### src/source/conv_pe_defines.svh
`ifndef CONV_PE_DEFINES_SVH
`define CONV_PE_DEFINES_SVH

// tile geometry
`define CH_NUM            4
`define ACT_PER_ADDR      4
`define WEIGHT_PER_ADDR   9

// data widths
`define BW_PER_ACT        8
`define BW_PER_PARAM      4
`define ACT_WORD_W        128
`define WEIGHT_WORD_W     36
`define ACC_W             16

// output clamp ceiling
`define ACT_MAX           127

// per-layer requantization
`define CONV1_SHIFT       7
`define CONV2_SHIFT       5
`define CONV1_BIAS_SHIFT  7
`define CONV2_BIAS_SHIFT  3

`endif

### src/source/param_buffer.sv
`default_nettype none

`include "conv_pe_defines.svh"

module param_buffer (
    input  wire logic                                       clk,
    input  wire logic                                       rst_n,
    input  wire logic                                       busy_window,
    input  wire logic                                       weight_load,
    input  wire logic [`WEIGHT_WORD_W-1:0]                  weight_word,
    input  wire logic                                       bias_load,
    input  wire logic [`BW_PER_PARAM-1:0]                   bias_in,
    output logic      [`CH_NUM*`WEIGHT_WORD_W-1:0]          weights,
    output logic signed [`BW_PER_PARAM-1:0]                 bias_q
);

    // channel 0 kernel sits in the top 36 bits
    logic [`CH_NUM*`WEIGHT_WORD_W-1:0] kernel_q;

    always_ff @(posedge clk) begin
        if (!rst_n) begin
            kernel_q <= '0;
        end else if (weight_load) begin
            // older kernels move toward channel 0, new one enters at channel 3
            kernel_q <= {kernel_q[(`CH_NUM-1)*`WEIGHT_WORD_W-1:0], weight_word};
        end
    end

    always_ff @(posedge clk) begin
        if (!rst_n) begin
            bias_q <= '0;
        end else if (bias_load) begin
            bias_q <= bias_in;
        end
    end

    assign weights = kernel_q;

    // weights are read one edge after capture, bias two edges after that,
    // so a window is exposed to loads on its capture edge and the next two
    load_while_busy: assert property (
        @(posedge clk) disable iff (!rst_n)
        busy_window |-> !(weight_load || bias_load) [*3]
    ) else $error("parameter load while a window is in flight");

endmodule

`default_nettype wire

### config.mk
export PLATFORM = sky130hd
export DESIGN_NAME = param_buffer
export DESIGN_NICKNAME = d
export VERILOG_FILES = /design/src/source/param_buffer.sv
export VERILOG_INCLUDE_DIRS = /design/src /design/src/source
export SDC_FILE = /design/constraint.sdc
export NUM_CORES = 1
export LEC_CHECK = 0
export BUFFER_PORTS_ARGS = -buffer_cell sky130_fd_sc_hd__buf_2
export CAP_MARGIN = 20
export CORE_MARGIN = 5
export CORE_UTILIZATION = 38
export CTS_CLUSTER_DIAMETER = 60
export DETAILED_ROUTE_END_ITERATION = 6
export SYNTH_ARGS = -nofsm -noshare
export SYNTH_HDL_FRONTEND = slang
export SYNTH_SLANG_ARGS = --single-unit
export TNS_END_PERCENT = 1
### constraint.sdc
create_clock -name clk -period 1.85 [get_ports clk]
set_clock_uncertainty 0.2 [all_clocks]
set_input_delay 0.0925 -clock clk [delete_from_list [all_inputs] [get_ports clk]]
set_output_delay 0.0925 -clock clk [all_outputs]
set_load 0.02 [all_outputs]
==> results.cfg <==
[pwr]
p_leak_nw = 3.919
p_per_area_nw_per_um2 = 993.8
ir_drop_uv = 602.6

[die]
fp.dieH_microns = 131.2
dieArea_sq_um = 17210
io_pins = 193
start_util_pct = 38.55
fp.coreArea_sq_um = 14480
die_x_microns = 131.2
fp-row-count = 44

[route]
wl_mm = 13.02
num_vias = 4119
wire_per_inst_microns = 13.97
drtIter0Drc = 142
viasPerCell = 4.420
drt_first_pass_iters = 4
route.detailed.drc = 0
final_antenna_net_count = 0

[placed_design]
port_buffers = 191
detailed_place_hpwl_mm = 8.388
placedInstanceArea_sq_um = 6693
post-place-ws_ns = 0.4676
gp_congestion = 0.7255

[worst_setup_path]
worstSetupStartpointType = input port
worst-path-buf-inv = 4
critPathTopFamily = buffers and inverters
crit_path_frequent_cell = dlygate4sd3_1
crit_type = in -> reg
crit_path_top_delay_cell = dlygate4sd3_1
arrival_ns = 1.70
worstPathCellList = dlygate4sd3_1, buf_2, buf_12, nor2b_1, dlygate4sd3_1
cp_max_fo = 76
cp-end-kind = flip-flop
cpPeakStageDelay_ns = 0.55
cp.required_ns = 1.94

[yosys]
ys_warn_count = 0
synthDistinctLibCells = 7
synth_seq_area_share_pct = 53.08
yosys.area.top_type = dfxtp_1
synth.area.top_cells = dfxtp_1 53%, mux2i_1 27%, nor2b_1 17%
syn_area_sq_um = 5582
synth_edf_count = 0
synthFlopType = dfxtp_1
synthArstFlopShare_pct = 0
syn-instance-count = 477
synth_area_per_cell_sq_um = 11.70
yosys-top-cells-count = 148 x dfxtp_1, 148 x mux2i_1, 148 x nor2b_1
yosys.area.top_type_share_pct = 53.08
syn_nets = 522
ys_seq_elements = 148

[timing]
fmax_ghz = 0.6225
setup_slack_ns = 0.2435
finalCritPeriodShare_pct = 86.84
worstMarginPinSlew_ns = 0.5651
finalHoldViolCount = 0
rsz0062_at_grt = no
setup_viol_count_final = 0
final-max-slew-violation-count = 0
fin_setup_tns_ns = 0
holdWs_ns = 0.09435
period_needed_ns = 1.606
slew_headroom_pct = 62.33

[clock_tree]
cts_buffers = 17
clock-sinks = 148
clk_latency_ns = 0.41
cts_tree = yes
cts.htree.levels = 4
cts_buffer_depth = 2
clk_pin_slew_ns = 0.06
clock-root-buffer = clkbuf_16

[job]
cap_violations = 0

[status]
status = completed

[finish]
syn_to_final_growth_pct = 44.92
drive_gt1_share_pct = 30.61
area.sequential_sq_um = 2963
multi_input_area_sq_um = 2407
final_core_util_pct = 55.87
n_antenna_cell = 0
design_area_sq_um = 8089
nets = 780
fillers = 1265

[grt]
overflow = 0
grt_pass1_wl_mm = 21.13
grt_max_degree = 77
grt_pass1_vias = 4108
gr-usage-all-layers_pct = 14.73
antenna_found_initial = 0

[hold_path]
hold_class = in -> reg
## through the flow
| stage | power (mW) | cells |
|---|---|---|
| floorplan | 3.873 | 477 |
| global placement | 4.069 | 828 |
| detailed placement | 4.080 | 828 |
| CTS | 8.129 | 929 |
| global route | 8.357 | 932 |
| finish | 8.039 | 932 |
## layer usage
layer	up-vias	wire length (microns)	global-route usage [%]
li1	2090	-	-
met4	0	249	6.178
met3	21	1025	6.346
met1	1879	5950	18.64
met5	-	0	0
met2	129	5797	21.98
## placed cells by master (no fill, tap or decap)
master / instances
mux2i_1: 148
buf_12: 5
clkinv_2: 2
clkinvlp_4: 1
buf_2: 190
dlygate4sd3_1: 72
bufinv_16: 6
clkbuf_1: 3
clkbuf_8: 3
dfxtp_1: 148
clkbuf_16: 17
buf_6: 1
buf_4: 4
nor2b_1: 148
## registers in the layout, summed over array words and instances, names as in the netlist
signal / flops
bias_q: 4
weights: 144
## where the power goes
part	internal, mW	leakage (nW)	total, mW	switching [mW]
logic	0.406	2.39	0.784	0.379
clock network	2.63	0.327	3.90	1.26
registers	3.29	1.20	3.36	0.0699
## final timing paths
kind | from | to | slack (ns) | cells past startpoint
worst max register to register | weights[24] | weights[24] | 0.46 | 3
worst min register to register | weights[135] | weights[135] | 0.31 | 2
worst min-delay path | weight_load | weights[138] | 0.09 | 4
worst max-delay path | rst_n | weights[26] | 0.24 | 5
## worst min-delay path, stage by stage
cell,delay (ns)
buf_6,0.16
buf_12,0.19
mux2i_1,0.14
nor2b_1,0.05
## final cells by class
class,instances,area share (%)
multi-input combinational,296,29.76
timing repair buffer,272,22.41
sequential,148,36.63
tap,184,2.846
clock inverter,9,2.444
clock buffer,23,5.909
## cells by family (layout without fill, tap and decap cells)
family        after synthesis  after routing  synth area share (%)
flops                     148            148                 53.08
buf+inv                    33            304                 3.788
mux                       148            148                 26.54
simple gates              148            148                 16.59
## what timing repair did
action / CTS / global route
setup buffers: 0 / 0
hold buffers: 69 / 4
gates resized for setup: 0 / 0
hold endpoints to repair: 106 / 1
setup endpoints to repair: 0 / 4
No activity file was read; power rests on OpenSTA's default activity.
