`config.mk`:
```
export PLATFORM = sky130hd
export DESIGN_NAME = requant_relu_flat
export DESIGN_NICKNAME = d
export VERILOG_FILES = /design/src/source/acc_if.sv /design/src/source/requant_relu.sv /design/src/flat_wrapper.sv
export VERILOG_INCLUDE_DIRS = /design/src /design/src/source
export SDC_FILE = /design/constraint.sdc
export NUM_CORES = 1
export LEC_CHECK = 0
export ABC_AREA = 1
export BUFFER_PORTS_ARGS = -buffer_cell sky130_fd_sc_hd__buf_2
export CAP_MARGIN = 30
export CORE_ASPECT_RATIO = 0.6
export CORE_MARGIN = 5
export CORE_UTILIZATION = 39
export CTS_BUF_LIST = sky130_fd_sc_hd__clkbuf_4 sky130_fd_sc_hd__clkbuf_8
export DETAILED_ROUTE_END_ITERATION = 10
export MAX_ROUTING_LAYER = met4
export PLACE_DENSITY_LB_ADDON = 0.25
export SLEW_MARGIN = 40
export SYNTH_ARGS = -nofsm -noshare
export SYNTH_HDL_FRONTEND = slang
export SYNTH_SLANG_ARGS = --single-unit
```
`constraint.sdc`:
```
create_clock -name clk -period 3.36 [get_ports clk]
set_input_delay 0.504 -clock clk [delete_from_list [all_inputs] [get_ports clk]]
set_output_delay 0.504 -clock clk [all_outputs]
set_load 0.01 [all_outputs]
```
`src/source/conv_pe_defines.svh`:
```
`ifndef CONV_PE_DEFINES_SVH
`define CONV_PE_DEFINES_SVH

// tile geometry
`define CH_NUM            4
`define ACT_PER_ADDR      4
`define WEIGHT_PER_ADDR   9

// data widths
`define BW_PER_ACT        8
`define BW_PER_PARAM      4
`define ACT_WORD_W        128
`define WEIGHT_WORD_W     36
`define ACC_W             16

// output clamp ceiling
`define ACT_MAX           127

// per-layer requantization
`define CONV1_SHIFT       7
`define CONV2_SHIFT       5
`define CONV1_BIAS_SHIFT  7
`define CONV2_BIAS_SHIFT  3

`endif

```
`src/source/acc_if.sv`:
```
`default_nettype none

`include "conv_pe_defines.svh"

interface acc_if;

    // raw sums for the four outputs of one window
    logic signed [`ACC_W-1:0] acc0;
    logic signed [`ACC_W-1:0] acc1;
    logic signed [`ACC_W-1:0] acc2;
    logic signed [`ACC_W-1:0] acc3;
    logic                     valid;
    // 0 = layer one, 1 = layer two
    logic                     layer;

    modport mac (
        output acc0, acc1, acc2, acc3,
        output valid, layer
    );

    modport requant (
        input acc0, acc1, acc2, acc3,
        input valid, layer
    );

endinterface

`default_nettype wire

```
`src/source/requant_relu.sv`:
```
`default_nettype none

`include "conv_pe_defines.svh"

module requant_relu (
    input  wire logic                           clk,
    input  wire logic                           rst_n,
    acc_if.requant                              acc,
    input  wire logic signed [`BW_PER_PARAM-1:0] bias_q,
    output logic                                out_valid,
    output logic [`BW_PER_ACT-1:0]              res0,
    output logic [`BW_PER_ACT-1:0]              res1,
    output logic [`BW_PER_ACT-1:0]              res2,
    output logic [`BW_PER_ACT-1:0]              res3
);

    // half an output step for round-to-nearest
    localparam logic signed [`ACC_W-1:0] RND1 = 1 <<< (`CONV1_SHIFT - 1);
    localparam logic signed [`ACC_W-1:0] RND2 = 1 <<< (`CONV2_SHIFT - 1);

    logic signed [`ACC_W-1:0]      acc_v [4];
    logic signed [`ACC_W-1:0]      bias_ext;
    logic signed [`ACC_W-1:0]      bias_sh;
    logic signed [`ACC_W-1:0]      rnd;
    logic signed [`ACC_W-1:0]      pre [4];
    logic signed [`ACC_W-1:0]      scaled [4];
    logic        [`BW_PER_ACT-1:0] res_d [4];
    logic        [`BW_PER_ACT-1:0] res_q [4];

    assign acc_v[0] = acc.acc0;
    assign acc_v[1] = acc.acc1;
    assign acc_v[2] = acc.acc2;
    assign acc_v[3] = acc.acc3;

    assign bias_ext = {{(`ACC_W-`BW_PER_PARAM){bias_q[`BW_PER_PARAM-1]}}, bias_q};
    assign bias_sh  = acc.layer ? (bias_ext <<< `CONV2_BIAS_SHIFT)
                                : (bias_ext <<< `CONV1_BIAS_SHIFT);
    assign rnd      = acc.layer ? RND2 : RND1;

    always_comb begin
        for (int i = 0; i < 4; i++) begin
            pre[i]    = acc_v[i] + bias_sh + rnd;
            scaled[i] = acc.layer ? (pre[i] >>> `CONV2_SHIFT) : (pre[i] >>> `CONV1_SHIFT);
            // relu then saturate
            if (scaled[i] < 0) begin
                res_d[i] = '0;
            end else if (scaled[i] >= `ACT_MAX) begin
                res_d[i] = `BW_PER_ACT'(`ACT_MAX);
            end else begin
                res_d[i] = scaled[i][`BW_PER_ACT-1:0];
            end
        end
    end

    always_ff @(posedge clk) begin
        if (!rst_n) begin
            out_valid <= 1'b0;
            res_q     <= '{default: '0};
        end else begin
            out_valid <= acc.valid;
            if (acc.valid) begin
                res_q <= res_d;
            end
        end
    end

    assign res0 = res_q[0];
    assign res1 = res_q[1];
    assign res2 = res_q[2];
    assign res3 = res_q[3];

    res_in_range: assert property (
        @(posedge clk) disable iff (!rst_n)
        (res_q[0] <= `ACT_MAX) && (res_q[1] <= `ACT_MAX) &&
        (res_q[2] <= `ACT_MAX) && (res_q[3] <= `ACT_MAX)
    ) else $error("result above clamp ceiling");

endmodule

`default_nettype wire

```
`src/flat_wrapper.sv`:
```
// flat-port wrapper written by rule: the top's interface ports become plain ports
module requant_relu_flat 
  (clk, rst_n, bias_q, out_valid, res0, res1, res2, res3, acc_acc0, acc_acc1, acc_acc2, acc_acc3, acc_valid, acc_layer);
  acc_if acc_i ();
  input  wire logic clk;
  input  wire logic rst_n;
  input  wire logic signed [`BW_PER_PARAM-1:0] bias_q;
  output logic out_valid;
  output logic [`BW_PER_ACT-1:0] res0;
  output logic [`BW_PER_ACT-1:0] res1;
  output logic [`BW_PER_ACT-1:0] res2;
  output logic [`BW_PER_ACT-1:0] res3;
  input wire logic [$bits(acc_i.acc0)-1:0] acc_acc0;
  input wire logic [$bits(acc_i.acc1)-1:0] acc_acc1;
  input wire logic [$bits(acc_i.acc2)-1:0] acc_acc2;
  input wire logic [$bits(acc_i.acc3)-1:0] acc_acc3;
  input wire logic [$bits(acc_i.valid)-1:0] acc_valid;
  input wire logic [$bits(acc_i.layer)-1:0] acc_layer;
  assign acc_i.acc0 = acc_acc0;
  assign acc_i.acc1 = acc_acc1;
  assign acc_i.acc2 = acc_acc2;
  assign acc_i.acc3 = acc_acc3;
  assign acc_i.valid = acc_valid;
  assign acc_i.layer = acc_layer;
  requant_relu u_core (.clk(clk), .rst_n(rst_n), .acc(acc_i), .bias_q(bias_q), .out_valid(out_valid), .res0(res0), .res1(res1), .res2(res2), .res3(res3));
endmodule
```
==> results.ini, run 1 <==
[place]
pre_cts_ws_ps = -97.11
dp_hpwl_um = 10900
io_buffers = 92
gp_congestion = 0.8406
placed_area_um2 = 5731

[final_layout]
nNetsFinal = 1078
area_delta_synth_final_pct = 22.09
final_cell_mix = nand2_1, inv_1, nand3_1, buf_2, ha_1
drive_gt1_share_pct = 17.63
layout_commonest_cell = nand2_1
regArea_um2 = 660.6
final_cell_area_um2 = 5849
diodes = 0
multi_input_area_um2 = 3726
nFillCells = 1317

[timing]
rsz0062_at_grt = no
finalWorstSetupSlack_ps = 302.5
drv_slew = 0
slew_headroom_pct = 64.66
hold_viol_final = 0
setup_tns_ps = 0
setup-violations-final = 0
min_period_ps = 3057
finalClockSkew_ps = 0
worst_pin_slew_ps = 529.5
max_freq_mhz = 327.1
worst_hold_slack_ps = 426.4
finalCritPeriodShare_pct = 91.00

[synthesis]
synth.cell_area_um2 = 4791
synthCells = 789
ys.flop_type = dfxtp_1
ys_seq_elements = 33
ys.warnings.count = 0
synth_cell_types = 34
ys_seq_area_share_pct = 13.79
synth-edff-count = 0
synth_nets = 949
async_flop_share_pct = 0
avgSynthCellArea_um2 = 6.072

[drt]
dr.pass1.iters = 7
drt_iter0_markers = 263
via_count = 5093
wl_per_cell_um = 12.03
viasPerCell = 4.698
drc = 0
routed_wl_um = 13040
antenna_left = 0

[setup_path]
r2r_cells = 2
cp_slowest_cell = fa_1
critPathMaxFanout = 13
max_stage_delay_ps = 540
cpMostUsedCell = nand2_1
regToRegSetupSlack_ps = 2780
crit_end = u_core.res0[0]$_SDFFE_PN0P_
startpoint = acc_layer
r2r_start = u_core.res2[6]$_SDFFE_PN0P_
startpoint_type = input port
r2r_end = u_core.res2[6]$_SDFFE_PN0P_
worstPathRequired_ps = 3610
cp-end-kind = flip-flop
cp.arrival_ps = 3300
crit_type = in2reg
worstPathCellList = buf_2 -> buf_4 -> fa_1 -> nand2_1 -> nor2_4 -> inv_1 -> fa_1 -> inv_1 -> nand2_1 -> nand2_1 -> nand3_1 -> nand2_1 -> nand2_1 -> nand2_1 -> nand2_1 -> nand2_1 -> nand3_1 -> nor2_1 -> nand2_1 -> nand2_1 -> nand2_1 -> nand2_1 -> nand2_1 -> nand2_1

[cts]
hold_buffers = 0
cts.clk_slew.worst_paths_ps = 70
cts_made_buffers = 5
cts_root_buf = clkbuf_8
cts_buffer_depth = 2
cts.sinks = 33
cts_tree = done
cts_setup_buffers = 0
cts_resized = 0
clock_latency_ps = 290
cts_max_level = 2

[power]
clkPwrFrac_pct = 17.4
p_leak_nw = 3.504
power.density_nw_per_um2 = 343.4
p_switching_uw = 904.3
p_comb_share_pct = 59.3
p_seq_share_pct = 23.3
internal-power_mw = 1.104
ir_drop_v = 0.0001153
finalPower_mw = 2.009
sw_frac_of_total_pct = 45.02

[job]
maxCapViolCount = 0

[worst_hold_path]
worstHoldPathType = reg2reg

[global_route]
grt_pass1_wl_um = 21840
grt_max_degree = 35
grt_antenna_before_repair = 0
grt_pass1_vias = 4745
grt_util_all_layers_pct = 18.46
overflow = 0

[outcome]
status = finished, final reports clean

[die]
initial_utilization_pct = 39.84
dieArea_um2 = 14670
ios = 105
die_w_um = 153.1
die_h_um = 95.85
core-area_um2 = 12020
rows = 31

-- how the worst min path moves through the flow --
stage	from	endpoint	slack, ps	depth (start not counted)
2_1_floorplan	u_core.res1[7]$_SDFFE_PN0P_	u_core.res1[7]$_SDFFE_PN0P_	450	2
3_3_place_gp	u_core.res2[7]$_SDFFE_PN0P_	u_core.res2[7]$_SDFFE_PN0P_	420	2
3_5_place_dp	u_core.res1[7]$_SDFFE_PN0P_	u_core.res1[7]$_SDFFE_PN0P_	420	2
4_1_cts	u_core.res1[7]$_SDFFE_PN0P_	u_core.res1[7]$_SDFFE_PN0P_	430	2
5_1_grt	u_core.res1[7]$_SDFFE_PN0P_	u_core.res1[7]$_SDFFE_PN0P_	460	2
6_report	u_core.res1[7]$_SDFFE_PN0P_	u_core.res1[7]$_SDFFE_PN0P_	430	2
-- area by class of cell --
class / count / share of cell area (%)
clock inverter: 1 / 0.08556
tap: 165 / 3.529
inverter: 103 / 6.610
timing repair buffer: 133 / 13.13
multi-input combinational: 642 / 63.70
clock buffer: 7 / 1.647
sequential: 33 / 11.29
-- state kept, by name (all words and copies together) (netlist names) --
signal and count:
u_core.res1 8, u_core.out_valid 1, u_core.res2 8, u_core.res0 8, u_core.res3 8
-- cell usage after synthesis, types with 2 or more instances --
cell type	n	area [um2]
a21boi_0	2	15.01
a21o_1	3	22.52
a21oi_1	28	140.1
a31oi_1	3	18.77
and2_1	3	18.77
buf_1	3	11.26
clkbuf_1	6	22.52
dfxtp_1	33	660.6
fa_1	12	240.2
ha_1	76	950.9
inv_1	101	379.1
inv_2	2	7.510
nand2_1	293	1100
nand3_1	97	485.5
nand3b_1	5	37.54
nand4_1	6	37.54
nor2_1	54	202.7
nor2_2	2	12.51
nor2_4	4	45.04
nor3_1	3	15.01
o21a_1	2	15.01
o21ai_0	16	80.08
o21ai_1	5	25.02
o21bai_1	4	30.03
or2_1	2	12.51
xnor2_1	8	70.07
xor2_1	9	78.83
-- cell families (layout without fill, tap and decap cells) --
group / Yosys count / in the layout / share of synthesized area (%)
AND/OR/NAND/NOR: 472 / 472 / 41.63
buffers and inverters: 114 / 244 / 9.036
adder cells (fa/ha/maj): 88 / 88 / 24.86
AO/OA/AOI/OAI: 65 / 65 / 7.574
flip-flops: 33 / 33 / 13.79
XOR/XNOR: 17 / 17 / 3.108
-- worst max-delay path: cells and delay by family --
family	cells	cell delay, ps
simple gates	18	1340
fa+ha+maj	2	920
buf+inv	4	520
-- layer usage --
layer / up-vias / wire [um] / track usage (%)
li1: 2799 / - / -
met1: 2175 / 7300 / 26.83
met2: 113 / 5057 / 27.53
met3: 6 / 587 / 2.920
met4: 0 / 94 / 2.743
met5: - / 0 / -
-- per-stage QoR --
step | util (%) | cells
4_1_cts | 48.50 | 1084
2_1_floorplan | - | 789
3_3_place_gp | 47.66 | 1076
3_5_place_dp | 47.66 | 1076
6_report | 48.65 | 1084
5_1_grt | 48.65 | 1084
-- power groups by stage --
| stage | registers (mW) | clock network (mW) | logic, mW |
|---|---|---|---|
| finish | 0.468 | 0.350 | 1.19 |
| floorplan | 0.497 | 0 | 0.801 |
| detailed placement | 0.476 | 0 | 1.18 |
| global placement | 0.477 | 0 | 1.17 |
| CTS | 0.468 | 0.357 | 1.19 |
| global route | 0.472 | 0.369 | 1.38 |
No activity file was read; power rests on OpenSTA's default activity.
==> run 2: changes to the inputs <==
MAX_ROUTING_LAYER = unset   (was met4)
SKIP_CTS_REPAIR_TIMING = 1   (was unset)
==> results.ini, run 2 (same netlist as run 1, synthesis figures left out) <==
[global_route]
grt_pass1_wl_um = 21850  ; about the same
grt_max_degree = 35  ; unchanged
grt_antenna_before_repair = 0  ; unchanged
overflow = 0  ; unchanged
grt_pass1_vias = 4742  ; -0.063%
grt_util_all_layers_pct = 17.94  ; -0.53 points

[die]
ios = 105  ; unchanged
rows = 31  ; unchanged
dieArea_um2 = 14670  ; unchanged
core-area_um2 = 12020  ; unchanged
die_w_um = 153.1  ; unchanged
initial_utilization_pct = 39.84  ; unchanged
die_h_um = 95.85  ; unchanged

[timing]
slew_headroom_pct = 64.70  ; about the same
finalClockSkew_ps = 0  ; unchanged
finalCritPeriodShare_pct = 91.08  ; about the same
min_period_ps = 3060  ; +2.632 ps
rsz0062_at_grt = no
setup_tns_ps = 0  ; unchanged
setup-violations-final = 0  ; unchanged
max_freq_mhz = 326.8  ; about the same
drv_slew = 0  ; unchanged
hold_viol_final = 0  ; unchanged
worst_pin_slew_ps = 528.9  ; -0.5743 ps

[drt]
wl_met1_um = 7200  ; -1.4%
dr_wl_met2_um = 5054  ; about the same
drc = 0  ; unchanged
wl_per_cell_um = 12.02  ; about the same
topRoutingLayerUsed = met4
dr.pass1.iters = 7  ; unchanged
wl_met3_um = 691  ; +18%
routed_wl_um = 13030  ; about the same
drt_iter0_markers = 270  ; +2.7%
antenna_left = 0  ; unchanged
viasPerCell = 4.692  ; -0.14%
via_count = 5086  ; -0.14%

[job]
maxCapViolCount = 0  ; unchanged

[final_layout]
area_delta_synth_final_pct = 22.09  ; unchanged
layout_commonest_cell = nand2_1
final_cell_area_um2 = 5849  ; unchanged
final_cell_mix = nand2_1, inv_1, nand3_1, buf_2, ha_1
diodes = 0  ; unchanged
drive_gt1_share_pct = 17.63  ; unchanged
nNetsFinal = 1078  ; unchanged

[setup_path]
startpoint_type = input port
cp-end-kind = flip-flop
cpMostUsedCell = nand2_1
cp_slowest_cell = fa_1
critPathMaxFanout = 13  ; unchanged
worstPathRequired_ps = 3600  ; about the same
regToRegSetupSlack_ps = 2780  ; about the same
max_stage_delay_ps = 540  ; about the same
crit_type = in2reg
worstPathCellList = buf_2 -> buf_4 -> fa_1 -> nand2_1 -> nor2_4 -> inv_1 -> fa_1 -> inv_1 -> nand2_1 -> nand2_1 -> nand3_1 -> nand2_1 -> nand2_1 -> nand2_1 -> nand2_1 -> nand2_1 -> nand3_1 -> nor2_1 -> nand2_1 -> nand2_1 -> nand2_1 -> nand2_1 -> nand2_1 -> nand2_1
cp.arrival_ps = 3300  ; about the same

[place]
gp_congestion = 0.8280  ; -1.5%
placed_area_um2 = 5731  ; unchanged
io_buffers = 92  ; unchanged
dp_hpwl_um = 10900  ; unchanged

[cts]
cts_buffer_depth = 2  ; unchanged
cts.clk_slew.worst_paths_ps = 70  ; about the same
cts.sinks = 33  ; unchanged
cts_root_buf = clkbuf_8
clock_latency_ps = 290  ; about the same
cts_max_level = 2  ; unchanged
cts_made_buffers = 5  ; unchanged
cts_tree = done

[outcome]
status = finished, final reports clean

[power]
power.density_nw_per_um2 = 342.8  ; -0.16%
p_leak_nw = 3.504  ; unchanged
finalPower_mw = 2.005  ; -0.16%
ir_drop_v = 0.0001153  ; about the same

[worst_hold_path]
worstHoldPathType = reg2reg

==> run 2: cell counts in the layout (fill, tap and decap cells not counted) <==
Identical to the previous run, type by type.
==> run 2: critical path: cells and delay by family <==
kind	cells	cell delay, ps
AND/OR/NAND/NOR	18	1340
buffers and inverters	4	520
adder cells (fa/ha/maj)	2	920
==> run 2: area by class of cell <==
cell class                 count  area, um2
sequential                    33      660.6
clock buffer                   7      96.34
inverter                     103      386.6
tap                          165      206.4
clock inverter                 1      5.005
timing repair buffer         133      768.2
multi-input combinational    642       3726
fill                        1317       6175
==> run 2: routing by layer <==
metal | up-vias | track usage [%]
met2 | 108 | 27.53
met4 | 0 | 2.743
met3 | 6 | 3.459
met5 | - | 0
met1 | 2174 | 26.51
li1 | 2798 | -
==> run 2: metrics by stage <==
step	hold slack, ps	worst slack, ps	utilization, %	std cells
6_report	426.4	299.9	48.65	1084
4_1_cts	429.7	211.5	48.50	1084
2_1_floorplan	454.1	11.04	-	789
3_5_place_dp	418.8	-97.11	47.66	1076
3_3_place_gp	416.1	-84.35	47.66	1076
5_1_grt	456.7	9.712	48.65	1084
==> run 2: where the power goes <==
part	internal [mW]	switching [mW]	total, mW	leakage [nW]
Combinational	0.477	0.714	1.19	3.18
Sequential	0.441	0.0262	0.468	0.271
Clock	0.185	0.161	0.346	0.0542
Total	1.10	0.901	2.01	3.50
==> run 2: worst paths after layout <==
path,startpoint,end,depth (start not counted)
worst max-delay path,acc_layer,u_core.res0[0]$_SDFFE_PN0P_,24
worst min-delay path,u_core.res1[7]$_SDFFE_PN0P_,u_core.res1[7]$_SDFFE_PN0P_,2
worst max register to register,u_core.res2[6]$_SDFFE_PN0P_,u_core.res2[6]$_SDFFE_PN0P_,2
worst min register to register,u_core.res1[7]$_SDFFE_PN0P_,u_core.res1[7]$_SDFFE_PN0P_,2
